File: config.mk
export PLATFORM = sky130hd
export DESIGN_NAME = mem_subsystem
export DESIGN_NICKNAME = d
export VERILOG_FILES = /design/src/hw/mem_pkg.sv /design/src/hw/icache.sv /design/src/hw/bus_controller.sv /design/src/hw/mem_subsystem.sv
export SDC_FILE = /design/constraint.sdc
export NUM_CORES = 2
export LEC_CHECK = 0
export BUFFER_PORTS_ARGS = -buffer_cell sky130_fd_sc_hd__buf_2
export CAP_MARGIN = 20
export CORE_MARGIN = 5
export CORE_UTILIZATION = 50
export DETAILED_ROUTE_END_ITERATION = 7
export PLACE_DENSITY = 0.69
export SYNTH_ARGS = -nofsm -noshare
export SYNTH_HDL_FRONTEND = slang
export SYNTH_HIERARCHICAL = 1
export SYNTH_SLANG_ARGS = --single-unit
File: constraint.sdc
create_clock -name clock -period 5.96 [get_ports clock]
set_clock_uncertainty 0.15 [all_clocks]
set_input_delay 1.192 -clock clock [delete_from_list [all_inputs] [get_ports clock]]
set_output_delay 1.192 -clock clock [all_outputs]
set_load 0.05 [all_outputs]
File: src/hw/mem_pkg.sv
// sizes are fixed by the 64-bit tagged memory bus and a memory tag of zero always means no transaction
`default_nettype none

package mem_pkg;

	////////////////////////////////////////////////////////////
	// bus and cache geometry
	////////////////////////////////////////////////////////////

	// byte address
	localparam int addr_width = 32;
	// one memory word is one cache block
	localparam int block_width = 64;
	// memory transaction tag, zero is reserved
	localparam int tag_width = 4;

	// 32 direct-mapped lines
	localparam int index_bits = 5;
	localparam int num_lines = 1 << index_bits;
	// byte offset inside a block
	localparam int offset_bits = 3;
	localparam int line_tag_bits = addr_width - index_bits - offset_bits;

	// bus controller client slots, data side wins arbitration
	localparam int num_clients = 2;
	localparam logic client_data = 1'b0;
	localparam logic client_fetch = 1'b1;

	////////////////////////////////////////////////////////////
	// memory command encoding
	////////////////////////////////////////////////////////////

	typedef enum logic [1:0] {
		bus_none = 2'h0,
		bus_load = 2'h1,
		bus_store = 2'h2
	} bus_command_e;

	////////////////////////////////////////////////////////////
	// client requests and replies
	////////////////////////////////////////////////////////////

	// instruction fetch, whole block comes back
	typedef struct packed {
		logic [addr_width-1:0] addr;
	} fetch_req_t;

	// uncached doubleword access
	typedef struct packed {
		logic store;
		logic [addr_width-1:0] addr;
		logic [block_width-1:0] data;
	} data_req_t;

	// load data, or zero for a finished store
	typedef struct packed {
		logic [block_width-1:0] data;
	} mem_reply_t;

	// what a client hands to the bus controller
	typedef struct packed {
		bus_command_e command;
		logic [addr_width-1:0] addr;
		logic [block_width-1:0] data;
	} bus_req_t;

endpackage

`default_nettype wire

File: src/hw/icache.sv
// direct-mapped and read-only so stores to cached blocks are not seen, one fetch in flight at a time
`timescale 1ns/1ps
`default_nettype none

module icache (
	input wire logic clock,
	input wire logic reset,

	// fetch port
	input wire logic fetch_valid,
	input wire mem_pkg::fetch_req_t fetch_req,
	output logic fetch_ready,
	output logic fetch_reply_valid,
	output mem_pkg::mem_reply_t fetch_reply,

	// miss link to the bus controller
	output logic miss_valid,
	output mem_pkg::bus_req_t miss_req,
	input wire logic miss_ready,
	input wire logic fill_valid,
	input wire mem_pkg::mem_reply_t fill_data
);

	import mem_pkg::*;

	typedef enum logic [1:0] {
		state_idle,
		state_lookup,
		state_miss_request,
		state_wait_fill
	} icache_state_e;

	icache_state_e state;
	icache_state_e state_next;

	// line storage
	logic [num_lines-1:0] line_valid;
	logic [line_tag_bits-1:0] line_tag [num_lines];
	logic [block_width-1:0] line_data [num_lines];

	// address of the fetch being served
	logic [index_bits-1:0] req_index;
	logic [line_tag_bits-1:0] req_tag;

	logic fetch_accept;
	logic hit;
	logic fill_write;

	////////////////////////////////////////////////////////////
	// lookup
	////////////////////////////////////////////////////////////

	assign fetch_ready = (state == state_idle);
	assign fetch_accept = fetch_valid && fetch_ready;

	// array read uses the registered index, so a hit answers one cycle after accept
	assign hit = line_valid[req_index] && (line_tag[req_index] == req_tag);

	// fill lands in the line in the same cycle it is returned to fetch
	assign fill_write = (state == state_wait_fill) && fill_valid;

	// block load, offset bits cleared
	assign miss_req.command = bus_load;
	assign miss_req.addr = {req_tag, req_index, {offset_bits{1'b0}}};
	assign miss_req.data = '0;

	////////////////////////////////////////////////////////////
	// control
	////////////////////////////////////////////////////////////

	always_comb begin
		state_next = state;
		fetch_reply_valid = 1'b0;
		fetch_reply.data = line_data[req_index];
		miss_valid = 1'b0;
		case (state)
			state_idle: begin
				if (fetch_valid) begin
					state_next = state_lookup;
				end
			end
			state_lookup: begin
				// hit answers straight from the array
				if (hit) begin
					fetch_reply_valid = 1'b1;
					state_next = state_idle;
				end else begin
					state_next = state_miss_request;
				end
			end
			state_miss_request: begin
				// held until the controller takes it
				miss_valid = 1'b1;
				if (miss_ready) begin
					state_next = state_wait_fill;
				end
			end
			state_wait_fill: begin
				// pass the fill through to fetch
				if (fill_valid) begin
					fetch_reply_valid = 1'b1;
					fetch_reply.data = fill_data.data;
					state_next = state_idle;
				end
			end
			default: begin
				state_next = state_idle;
			end
		endcase
	end

	always_ff @(posedge clock) begin
		if (reset) begin
			state <= state_idle;
			line_valid <= '0;
		end else begin
			state <= state_next;
			if (fill_write) begin
				line_valid[req_index] <= 1'b1;
			end
		end
	end

	////////////////////////////////////////////////////////////
	// payload
	////////////////////////////////////////////////////////////

	always_ff @(posedge clock) begin
		// split address on accept, byte offset dropped
		if (fetch_accept) begin
			req_index <= fetch_req.addr[offset_bits +: index_bits];
			req_tag <= fetch_req.addr[addr_width-1 -: line_tag_bits];
		end
		if (fill_write) begin
			line_tag[req_index] <= req_tag;
			line_data[req_index] <= fill_data.data;
		end
	end

endmodule

`default_nettype wire

File: src/hw/bus_controller.sv
// one request per client at a time and data always wins the bus, memory tags must be unique while outstanding
`timescale 1ns/1ps
`default_nettype none

module bus_controller (
	input wire logic clock,
	input wire logic reset,

	// icache miss link
	input wire logic miss_valid,
	input wire mem_pkg::bus_req_t miss_req,
	output logic miss_ready,
	output logic fill_valid,
	output mem_pkg::mem_reply_t fill_data,

	// uncached data port
	input wire logic data_valid,
	input wire mem_pkg::data_req_t data_req,
	output logic data_ready,
	output logic data_reply_valid,
	output mem_pkg::mem_reply_t data_reply,

	// tagged memory bus
	output mem_pkg::bus_command_e mem_command,
	output logic [mem_pkg::addr_width-1:0] mem_addr,
	output logic [mem_pkg::block_width-1:0] mem_wdata,
	input wire logic [mem_pkg::tag_width-1:0] mem_response,
	input wire logic [mem_pkg::block_width-1:0] mem_rdata,
	input wire logic [mem_pkg::tag_width-1:0] mem_rtag
);

	import mem_pkg::*;

	// idle takes a request, issue waits for the bus, wait waits for the tag, done replies
	typedef enum logic [1:0] {
		slot_idle,
		slot_issue,
		slot_wait,
		slot_done
	} slot_state_e;

	// per client slot, index by client_data or client_fetch
	slot_state_e state [num_clients];
	bus_req_t slot_req [num_clients];
	logic [tag_width-1:0] slot_tag [num_clients];
	logic [block_width-1:0] slot_data [num_clients];

	// client side requests in a common shape
	logic in_valid [num_clients];
	bus_req_t in_req [num_clients];

	logic grant_valid;
	logic grant_client;
	logic accepted;
	logic [num_clients-1:0] issue_done;
	logic [num_clients-1:0] reply_hit;

	always_comb begin
		in_valid[client_data] = data_valid;
		in_req[client_data].command = data_req.store ? bus_store : bus_load;
		in_req[client_data].addr = data_req.addr;
		in_req[client_data].data = data_req.data;
		in_valid[client_fetch] = miss_valid;
		in_req[client_fetch] = miss_req;
	end

	////////////////////////////////////////////////////////////
	// arbitration
	////////////////////////////////////////////////////////////

	// data first, miss only when data has nothing to send
	always_comb begin
		grant_valid = 1'b1;
		grant_client = client_data;
		if (state[client_data] == slot_issue) begin
			grant_client = client_data;
		end else if (state[client_fetch] == slot_issue) begin
			grant_client = client_fetch;
		end else begin
			grant_valid = 1'b0;
		end
	end

	// a refused command stays on the bus next cycle
	assign mem_command = grant_valid ? slot_req[grant_client].command : bus_none;
	assign mem_addr = slot_req[grant_client].addr;
	assign mem_wdata = slot_req[grant_client].data;
	assign accepted = grant_valid && (mem_response != '0);

	always_comb begin
		for (int i = 0; i < num_clients; i++) begin
			issue_done[i] = accepted && (grant_client == 1'(i));
			// tag zero never matches
			reply_hit[i] = (state[i] == slot_wait) && (mem_rtag != '0)
				&& (mem_rtag == slot_tag[i]);
		end
	end

	////////////////////////////////////////////////////////////
	// slot state
	////////////////////////////////////////////////////////////

	always_ff @(posedge clock) begin
		if (reset) begin
			for (int i = 0; i < num_clients; i++) begin
				state[i] <= slot_idle;
			end
		end else begin
			for (int i = 0; i < num_clients; i++) begin
				case (state[i])
					slot_idle: begin
						if (in_valid[i]) begin
							state[i] <= slot_issue;
						end
					end
					slot_issue: begin
						// store is complete once memory takes it
						if (issue_done[i]) begin
							state[i] <= (slot_req[i].command == bus_store) ? slot_done : slot_wait;
						end
					end
					slot_wait: begin
						if (reply_hit[i]) begin
							state[i] <= slot_done;
						end
					end
					default: begin
						state[i] <= slot_idle;
					end
				endcase
			end
		end
	end

	always_ff @(posedge clock) begin
		for (int i = 0; i < num_clients; i++) begin
			if ((state[i] == slot_idle) && in_valid[i]) begin
				slot_req[i] <= in_req[i];
			end
			// keep the response tag, zero block stands for a store reply
			if (issue_done[i]) begin
				slot_tag[i] <= mem_response;
				slot_data[i] <= '0;
			end
			if (reply_hit[i]) begin
				slot_data[i] <= mem_rdata;
			end
		end
	end

	////////////////////////////////////////////////////////////
	// client outputs
	////////////////////////////////////////////////////////////

	// ready only in idle, so it stays low through the reply cycle
	assign data_ready = (state[client_data] == slot_idle);
	assign miss_ready = (state[client_fetch] == slot_idle);

	assign data_reply_valid = (state[client_data] == slot_done);
	assign data_reply.data = slot_data[client_data];
	assign fill_valid = (state[client_fetch] == slot_done);
	assign fill_data.data = slot_data[client_fetch];

endmodule

`default_nettype wire

File: src/hw/mem_subsystem.sv
// fetch and data ports each hold one request at a time and share a single tagged memory bus
`timescale 1ns/1ps
`default_nettype none

module mem_subsystem (
	input wire logic clock,
	input wire logic reset,

	// instruction fetch
	input wire logic fetch_valid,
	input wire mem_pkg::fetch_req_t fetch_req,
	output logic fetch_ready,
	output logic fetch_reply_valid,
	output mem_pkg::mem_reply_t fetch_reply,

	// uncached data
	input wire logic data_valid,
	input wire mem_pkg::data_req_t data_req,
	output logic data_ready,
	output logic data_reply_valid,
	output mem_pkg::mem_reply_t data_reply,

	// memory bus
	output mem_pkg::bus_command_e mem_command,
	output logic [mem_pkg::addr_width-1:0] mem_addr,
	output logic [mem_pkg::block_width-1:0] mem_wdata,
	input wire logic [mem_pkg::tag_width-1:0] mem_response,
	input wire logic [mem_pkg::block_width-1:0] mem_rdata,
	input wire logic [mem_pkg::tag_width-1:0] mem_rtag
);

	import mem_pkg::*;

	// icache to controller
	logic miss_valid;
	bus_req_t miss_req;
	logic miss_ready;
	logic fill_valid;
	mem_reply_t fill_data;

	////////////////////////////////////////////////////////////
	// instruction cache
	////////////////////////////////////////////////////////////

	icache icache_0 (
		.clock(clock),
		.reset(reset),
		.fetch_valid(fetch_valid),
		.fetch_req(fetch_req),
		.fetch_ready(fetch_ready),
		.fetch_reply_valid(fetch_reply_valid),
		.fetch_reply(fetch_reply),
		.miss_valid(miss_valid),
		.miss_req(miss_req),
		.miss_ready(miss_ready),
		.fill_valid(fill_valid),
		.fill_data(fill_data)
	);

	////////////////////////////////////////////////////////////
	// bus controller, data port goes straight in
	////////////////////////////////////////////////////////////

	bus_controller bus_controller_0 (
		.clock(clock),
		.reset(reset),
		.miss_valid(miss_valid),
		.miss_req(miss_req),
		.miss_ready(miss_ready),
		.fill_valid(fill_valid),
		.fill_data(fill_data),
		.data_valid(data_valid),
		.data_req(data_req),
		.data_ready(data_ready),
		.data_reply_valid(data_reply_valid),
		.data_reply(data_reply),
		.mem_command(mem_command),
		.mem_addr(mem_addr),
		.mem_wdata(mem_wdata),
		.mem_response(mem_response),
		.mem_rdata(mem_rdata),
		.mem_rtag(mem_rtag)
	);

endmodule

`default_nettype wire

After elaboration in Yosys (flattened, before gate mapping)
Memories as Yosys holds them, arrays and structs flattened. A register that Yosys moved wholly into a read port is not among the register bits.
Cells that the tools add are included.
{"block": "word_totals", "register_bits": 63, "latch_bits": 0, "ramBits": 3152, "romBits": 0, "inputBits": 205, "wordCells": 146, "memories": 6}
{"block": "classes", "add_sub_neg": 0, "n_mul": 0, "div": 0, "order_cmp": 2, "n_eq_ne": 19, "shift": 0, "mux": 79, "bitwise": 12, "n_reduce_logical": 24}
{"name": "icache_0.line_data", "words": 32, "word_bits": 64, "rd": 1, "rd_ports_with_merged_regs": 1, "write_ports": 1, "line_no": "icache.sv:39", "source": "logic [block_width-1:0] line_data [num_lines];"}
{"name": "icache_0.line_tag", "words": 32, "word_bits": 24, "rd": 1, "rd_ports_with_merged_regs": 1, "write_ports": 1, "line_no": "icache.sv:38", "source": "logic [line_tag_bits-1:0] line_tag [num_lines];"}
{"name": "bus_controller_0.slot_req", "words": 2, "word_bits": 98, "rd": 3, "rd_ports_with_merged_regs": 0, "write_ports": 2, "line_no": "bus_controller.sv:44", "source": "bus_req_t slot_req [num_clients];"}
{"name": "bus_controller_0.slot_data", "words": 2, "word_bits": 64, "rd": 2, "rd_ports_with_merged_regs": 0, "write_ports": 2, "line_no": "bus_controller.sv:46", "source": "logic [block_width-1:0] slot_data [num_clients];"}
{"name": "bus_controller_0.slot_tag", "words": 2, "word_bits": 4, "rd": 2, "rd_ports_with_merged_regs": 0, "write_ports": 1, "line_no": "bus_controller.sv:45", "source": "logic [tag_width-1:0] slot_tag [num_clients];"}
{"name": "bus_controller_0.state", "words": 2, "word_bits": 2, "rd": 2, "rd_ports_with_merged_regs": 0, "write_ports": 2, "line_no": "bus_controller.sv:43", "source": "slot_state_e state [num_clients];"}
{"operator": "64-bit two-way mux", "count": 4}
{"operator": "1-bit two-way mux", "count": 54}
{"operator": "32-bit OR", "count": 1}
{"operator": "2-bit two-way mux", "count": 14}
{"operator": "24-bit == test", "count": 1}
{"operator": "2-bit == test (second input constant)", "count": 8}
{"operator": "1-bit logical AND", "count": 13}
{"operator": "2-bit by 1-bit == test with 1-bit output (second input constant)", "count": 5}
{"operator": "2-bit zero test", "count": 5}
{"operator": "5-bit two-way mux", "count": 2}
{"operator": "1-bit OR", "count": 10}
{"operator": "4-bit == test", "count": 2}
{"operator": "2-bit case mux with 4 select lines", "count": 1}
{"operator": "4-bit nonzero test", "count": 2}
{"operator": "5-bit by 6-bit < comparator with 1-bit output (second input constant)", "count": 1}
{"operator": "3-bit OR reduction", "count": 2}
{"operator": "1-bit binary-select mux with 5-bit select", "count": 1}
{"operator": "1-bit demux with 5-bit select", "count": 1}
{"operator": "5-bit by 1-bit >= comparator with 1-bit output (second input constant)", "count": 1}
{"operator": "4-bit two-way mux", "count": 1}
{"operator": "2-bit by 1-bit inequality test with 1-bit output (second input constant)", "count": 2}
{"operator": "4-bit OR reduction", "count": 1}
{"operator": "3-bit AND reduction", "count": 1}
{"operator": "2-bit inequality test (second input constant)", "count": 1}
{"operator": "2 further kinds", "count": 2}

Depth between registers and ports, before layout
An unclocked memory read counts as a cell.
{"block": "logic_depth", "depth_word": 13, "mapped_depth": 14}

Hierarchy
The synthesis kept the hierarchy.
{"module": "icache", "n_inst": 1, "cells_each": 4728, "area_per_inst_um2": 110866.3}
{"module": "bus_controller", "n_inst": 1, "cells_each": 837, "area_per_inst_um2": 12542.0}

Least setup slack after synthesis
No wires, ideal clock.
{"block": "synth_path", "path_type": "register to register", "from": "mem bus_controller_0/state[1][1] in the netlist's numbering", "to": "mem icache_0.line_data[15][0], enable pin", "setup_time_ps": 537, "arrival_time_ps": 5116, "path_slack_ps": 157, "stages_incl_launch_ff": 7, "cell_sequence": "edfxtp_1 and2_1 and3_1 clkbuf_1 clkbuf_1 nand3_1 nor2_1"}
{"item": "from (decl)", "line_no": "bus_controller.sv:43"}
{"item": "to (decl)", "line_no": "icache.sv:39"}

==> summary.md <==
The flow ran to the end, and the final reports show no timing, DRC or antenna violations. The tools report the type of element capturing the critical path as an output pin. The die extent in x was 507 µm; the combined area of all synthesized cells was 123000 µm².

The worst hold path belongs to the class primary input to register. The run gives 4 as the maximum clock insertion buffer count. The sequential element share of the synthesized area came out at 78.0%. The number of instances in the synthesized netlist was 5565. The hold violation count in the final report was 0. The run gives 0 ns as the sum of negative setup slack. Startpoint type of the worst setup path: a register. For the post-detailed-route DRC marker count, the log shows 0.

The run gives 7 as the number of search-and-repair iterations in the first detailed-routing pass. The required time of the critical path was 4.62 ns. The clock tree synthesis step divided the H-tree into 5 levels. The placement row count is 182, and the internal power summed over all cells is 41900 µW. Per report_power, the clock group accounts for 34.8% of the total. Power spread over the standard cell area amounts to 410 nW/µm².

The ratio of routed vias to standard cells works out to 6.19. Buffers inserted to repair hold after CTS numbered 0. The cell taking the most area after synthesis was edfxtp_1. Dividing the detail-routed wire length by the instance count gives 31.4 µm. The tools report the number of violations reported at the end of detailed-routing iteration 0 as 7477.

Summing all placed instances gives a cell area of 130000 µm². For the number of vias in the routed layout, the log shows 60400. The most used flip-flop cell after synthesis is edfxtp_1.

Routability congestion estimate from global placement: 0.847. For this run, the number of Yosys warnings is 6. Final wirelength: 306 mm. The relative slew slack was 20.5%. The synthesized design contains 3181 enable-type register cells.

For the pin with the worst max-slew slack, the measured transition is 1.19 ns. The die footprint was 257000 µm²; the net switching component of the power was 16000 µW. The number of antenna violations at the first check in global routing was 24. For the worst-skew pair, the clock arrives at the later sink with an insertion delay of 0.95 ns. Once the floorplan was initialized, standard cells occupied 50.2% of the core. The half-perimeter wire length of the detailed placement result came out at 155 mm.

The total power is 57900 µW. For this run, the top clock speed supported by timing is 173 MHz. The critical path ends at fetch_reply_valid. The tree built by TritonCTS fans out to 3220 sinks. The minimum clock period after layout is 5.80 ns.

The tools report the max capacitance violation total as 0. Layout overhead on the synthesized area: 14.5%. Global routing used 23.7% of the available tracks across all layers.

The synthesized design devotes to its leading area cell type 77.4% of total area. The finished cells cover 141000 µm². In this run the tool buffered the top-level ports with 431 buffer cells. The fraction of power spent switching nets is 27.7%. The part of the power in registers was 49.2%. Yosys attributes the largest share of cell area to edfxtp_1 77%, mux4_2 15%, mux2i_1 1.5%, nand2_1 1.2%, and2_1 0.68%.

The height of the die was 507 µm; the final number of max-transition violations was 0. In the final layout, the share of cells above drive strength 1 is 30.5%. For this run the aggregate overflow at the end of global routing stands at 0. The count of endpoints failing setup in the final report came out at 0. The run gives 16.0% as the logic gate share of total power. Across the VDD grid, the largest voltage drop is 488 µV. The sequential standard cell area was 96300 µm².

Data arrival time of the critical path: 4.45 ns. Met1 track utilization from global routing: 33.2%. TritonCTS built the clock tree. The post-detailed-route count of antenna-violating nets is 0.

The logs give 5.38% for the met3 routing resource usage after global routing and 340 for the number of buffers inserted during clock tree synthesis. Setup repair after global routing left no endpoint under its margin. The run gives 115 as the largest net degree at the start of global routing. Synthesis instantiated 72 different standard cells from the library. The filler cells instantiated in the layout total 17300.

For the net count reported at finish, the log shows 6475. The number of global-route vias before repair was 61400. Critical path class: register to output pin. The register clock-pin slew on the reported worst setup and hold paths is 0.07 ns. In this run the worst path has a maximum fanout of 23.

The worst register-to-register path ends at icache_0/line_data[3][1]. The startpoint of the most critical register-to-register path is bus_controller_0/state[1][1]. The logs give 25600 µm² for the area of combinational cells with multiple inputs and 0.0458 µW for the total leakage power.

CTS placed an instance of clkbuf_16 at the clock tree root. The worst path uses 97.2% of the clock period. The number of synthesized register bits is 3220, and the async set-reset flop share out of synthesis is 0%. For the met2 usage in global routing, the log shows 37.6%. The total area inside the core boundary comes to 246000 µm². Measured in cells, the most critical reg-to-reg path has a length of 5.

The run gives 436 mm as the first-pass GRT wire length. The run gives 435 as the count of boundary I/O pins. In this run the most used layer during global routing was met2.

Final hold analysis gives a worst-case slack of 0.264 ns. A synthesized cell averages 22.2 µm². The setup check on the worst reg-to-reg path leaves a slack of 1.80 ns.
[through the flow]
stage,instances,setup WS (ns),util (%)
after floorplan,5632,0.157,-
after global placement,9129,0.461,53.1
after detailed placement,9132,0.480,53.1
after CTS,9735,0.0678,57.5
after global routing,9749,0.00350,57.5
final,9757,0.164,57.5
[cell usage after synthesis (all sizes together) (5+ instances only)]
cell	n
edfxtp	3181
mux4	803
nand2	391
buf	230
mux2i	191
and2	136
clkbuf	125
nor2	113
o21ai	79
dfxtp	39
nand3	31
xnor2	24
a22oi	20
a21oi	19
xor2	16
nor2b	14
nand4	13
o22ai	13
inv	10
o221ai	10
or3	9
nand2b	7
nor3	7
a211oi	5
a22o	5
[registers in the layout (all words and copies together) (netlist names), named ones only]
name and cells:
bus_controller_0/slot_tag 8, icache_0/req_index 5, icache_0/line_valid 32, icache_0/state 1
icache_0/line_tag 768, bus_controller_0/state 4, bus_controller_0/slot_data 128, icache_0/line_data 2048
icache_0/req_tag 24, bus_controller_0/slot_req 196
[worst max-delay path, cell delays in order, from the launching register on]
cell,delay (ns)
dfxtp_4,0.59
buf_12,0.26
buf_4,0.36
buf_4,0.30
mux2i_1,0.26
a22oi_1,0.11
a21oi_1,0.22
o22ai_1,0.24
a211oi_2,0.39
nand4_1,0.14
o21ai_1,0.15
buf_4,0.16
buf_2,0.27
[cells in the final DEF, fill, tap and decap left out, types with 31 or more instances in the layout]
| cell | synthesis | final |
|---|---|---|
| edfxtp_1 | 3181 | 3181 |
| mux4_2 | 803 | 803 |
| buf_2 | 96 | 431 |
| nand2_1 | 391 | 391 |
| clkbuf_16 | 0 | 345 |
| mux2i_1 | 191 | 191 |
| buf_4 | 85 | 146 |
| and2_1 | 135 | 134 |
| nor2_1 | 113 | 81 |
| o21ai_0 | 78 | 78 |
| clkbuf_1 | 125 | 71 |
| conb_1 | 2 | 69 |
| clkinv_2 | 0 | 63 |
| clkinv_1 | 2 | 63 |
| buf_12 | 2 | 62 |
| dfxtp_1 | 39 | 34 |
| nor2_4 | 0 | 32 |
| nand3_1 | 31 | 31 |
[power by group through the flow]
stage | logic, µW | registers, µW | clock network, µW
detailed placement | 9200 | 29000 | 0
finish | 9250 | 28500 | 20100
global placement | 9160 | 28900 | 0
floorplan | 6120 | 29000 | 0
global route | 9800 | 28700 | 21400
CTS | 9340 | 28500 | 20400
[how the worst min path moves through the flow]
stage / start / to / slack (ns) / cells past startpoint
2_1_floorplan: icache_0/req_index[1] / bus_controller_0/slot_req[1][68] / 0.27 / 0
3_3_place_gp: icache_0/req_tag[19] / bus_controller_0/slot_req[1][91] / 0.29 / 0
3_5_place_dp: icache_0/line_valid[23] / icache_0/line_valid[23] / 0.31 / 2
4_1_cts: data_req[19] / bus_controller_0/slot_req[0][19] / 0.20 / 1
5_1_grt: data_req[81] / bus_controller_0/slot_req[0][81] / 0.22 / 1
6_report: data_req[19] / bus_controller_0/slot_req[0][19] / 0.26 / 1
[cells by family (layout without fill, tap and decap cells)]
kind of cell / count (synthesis) / in the layout / synth area share [%]
and+or+nand+nor: 747 / 747 / 2.76
AOI/OAI and AO/OA: 191 / 191 / 1.04
xor gates and xnor gates: 40 / 40 / 0.284
buffers and inverters: 367 / 1257 / 1.64
other: 2 / 84 / 0.00609
DFF: 3220 / 3220 / 78.0
muxes: 998 / 998 / 16.2
[area by class of cell]
class,count,share of cell area [%]
antenna,15,0.0266
clock buffer,420,6.33
clock inverter,174,1.09
inverter,12,0.0487
multi-input combinational,2045,18.1
sequential,3220,68.1
tap,3220,2.85
timing repair buffer,651,3.37
[what timing repair did]
action / 4_1_cts / 5_1_grt
cloned: 1 / 0
resized for setup: 10 / 6
buffers inserted: 8 / 6
setup endpoints to repair: 23 / 3
[layer usage]
metal | share of wire, % | up-vias
li1 | - | 24300
met1 | 38 | 31900
met2 | 48 | 3561
met3 | 11 | 575
met4 | 3.3 | 16
met5 | 0.037 | -
(Power assumes the default switching activity.)
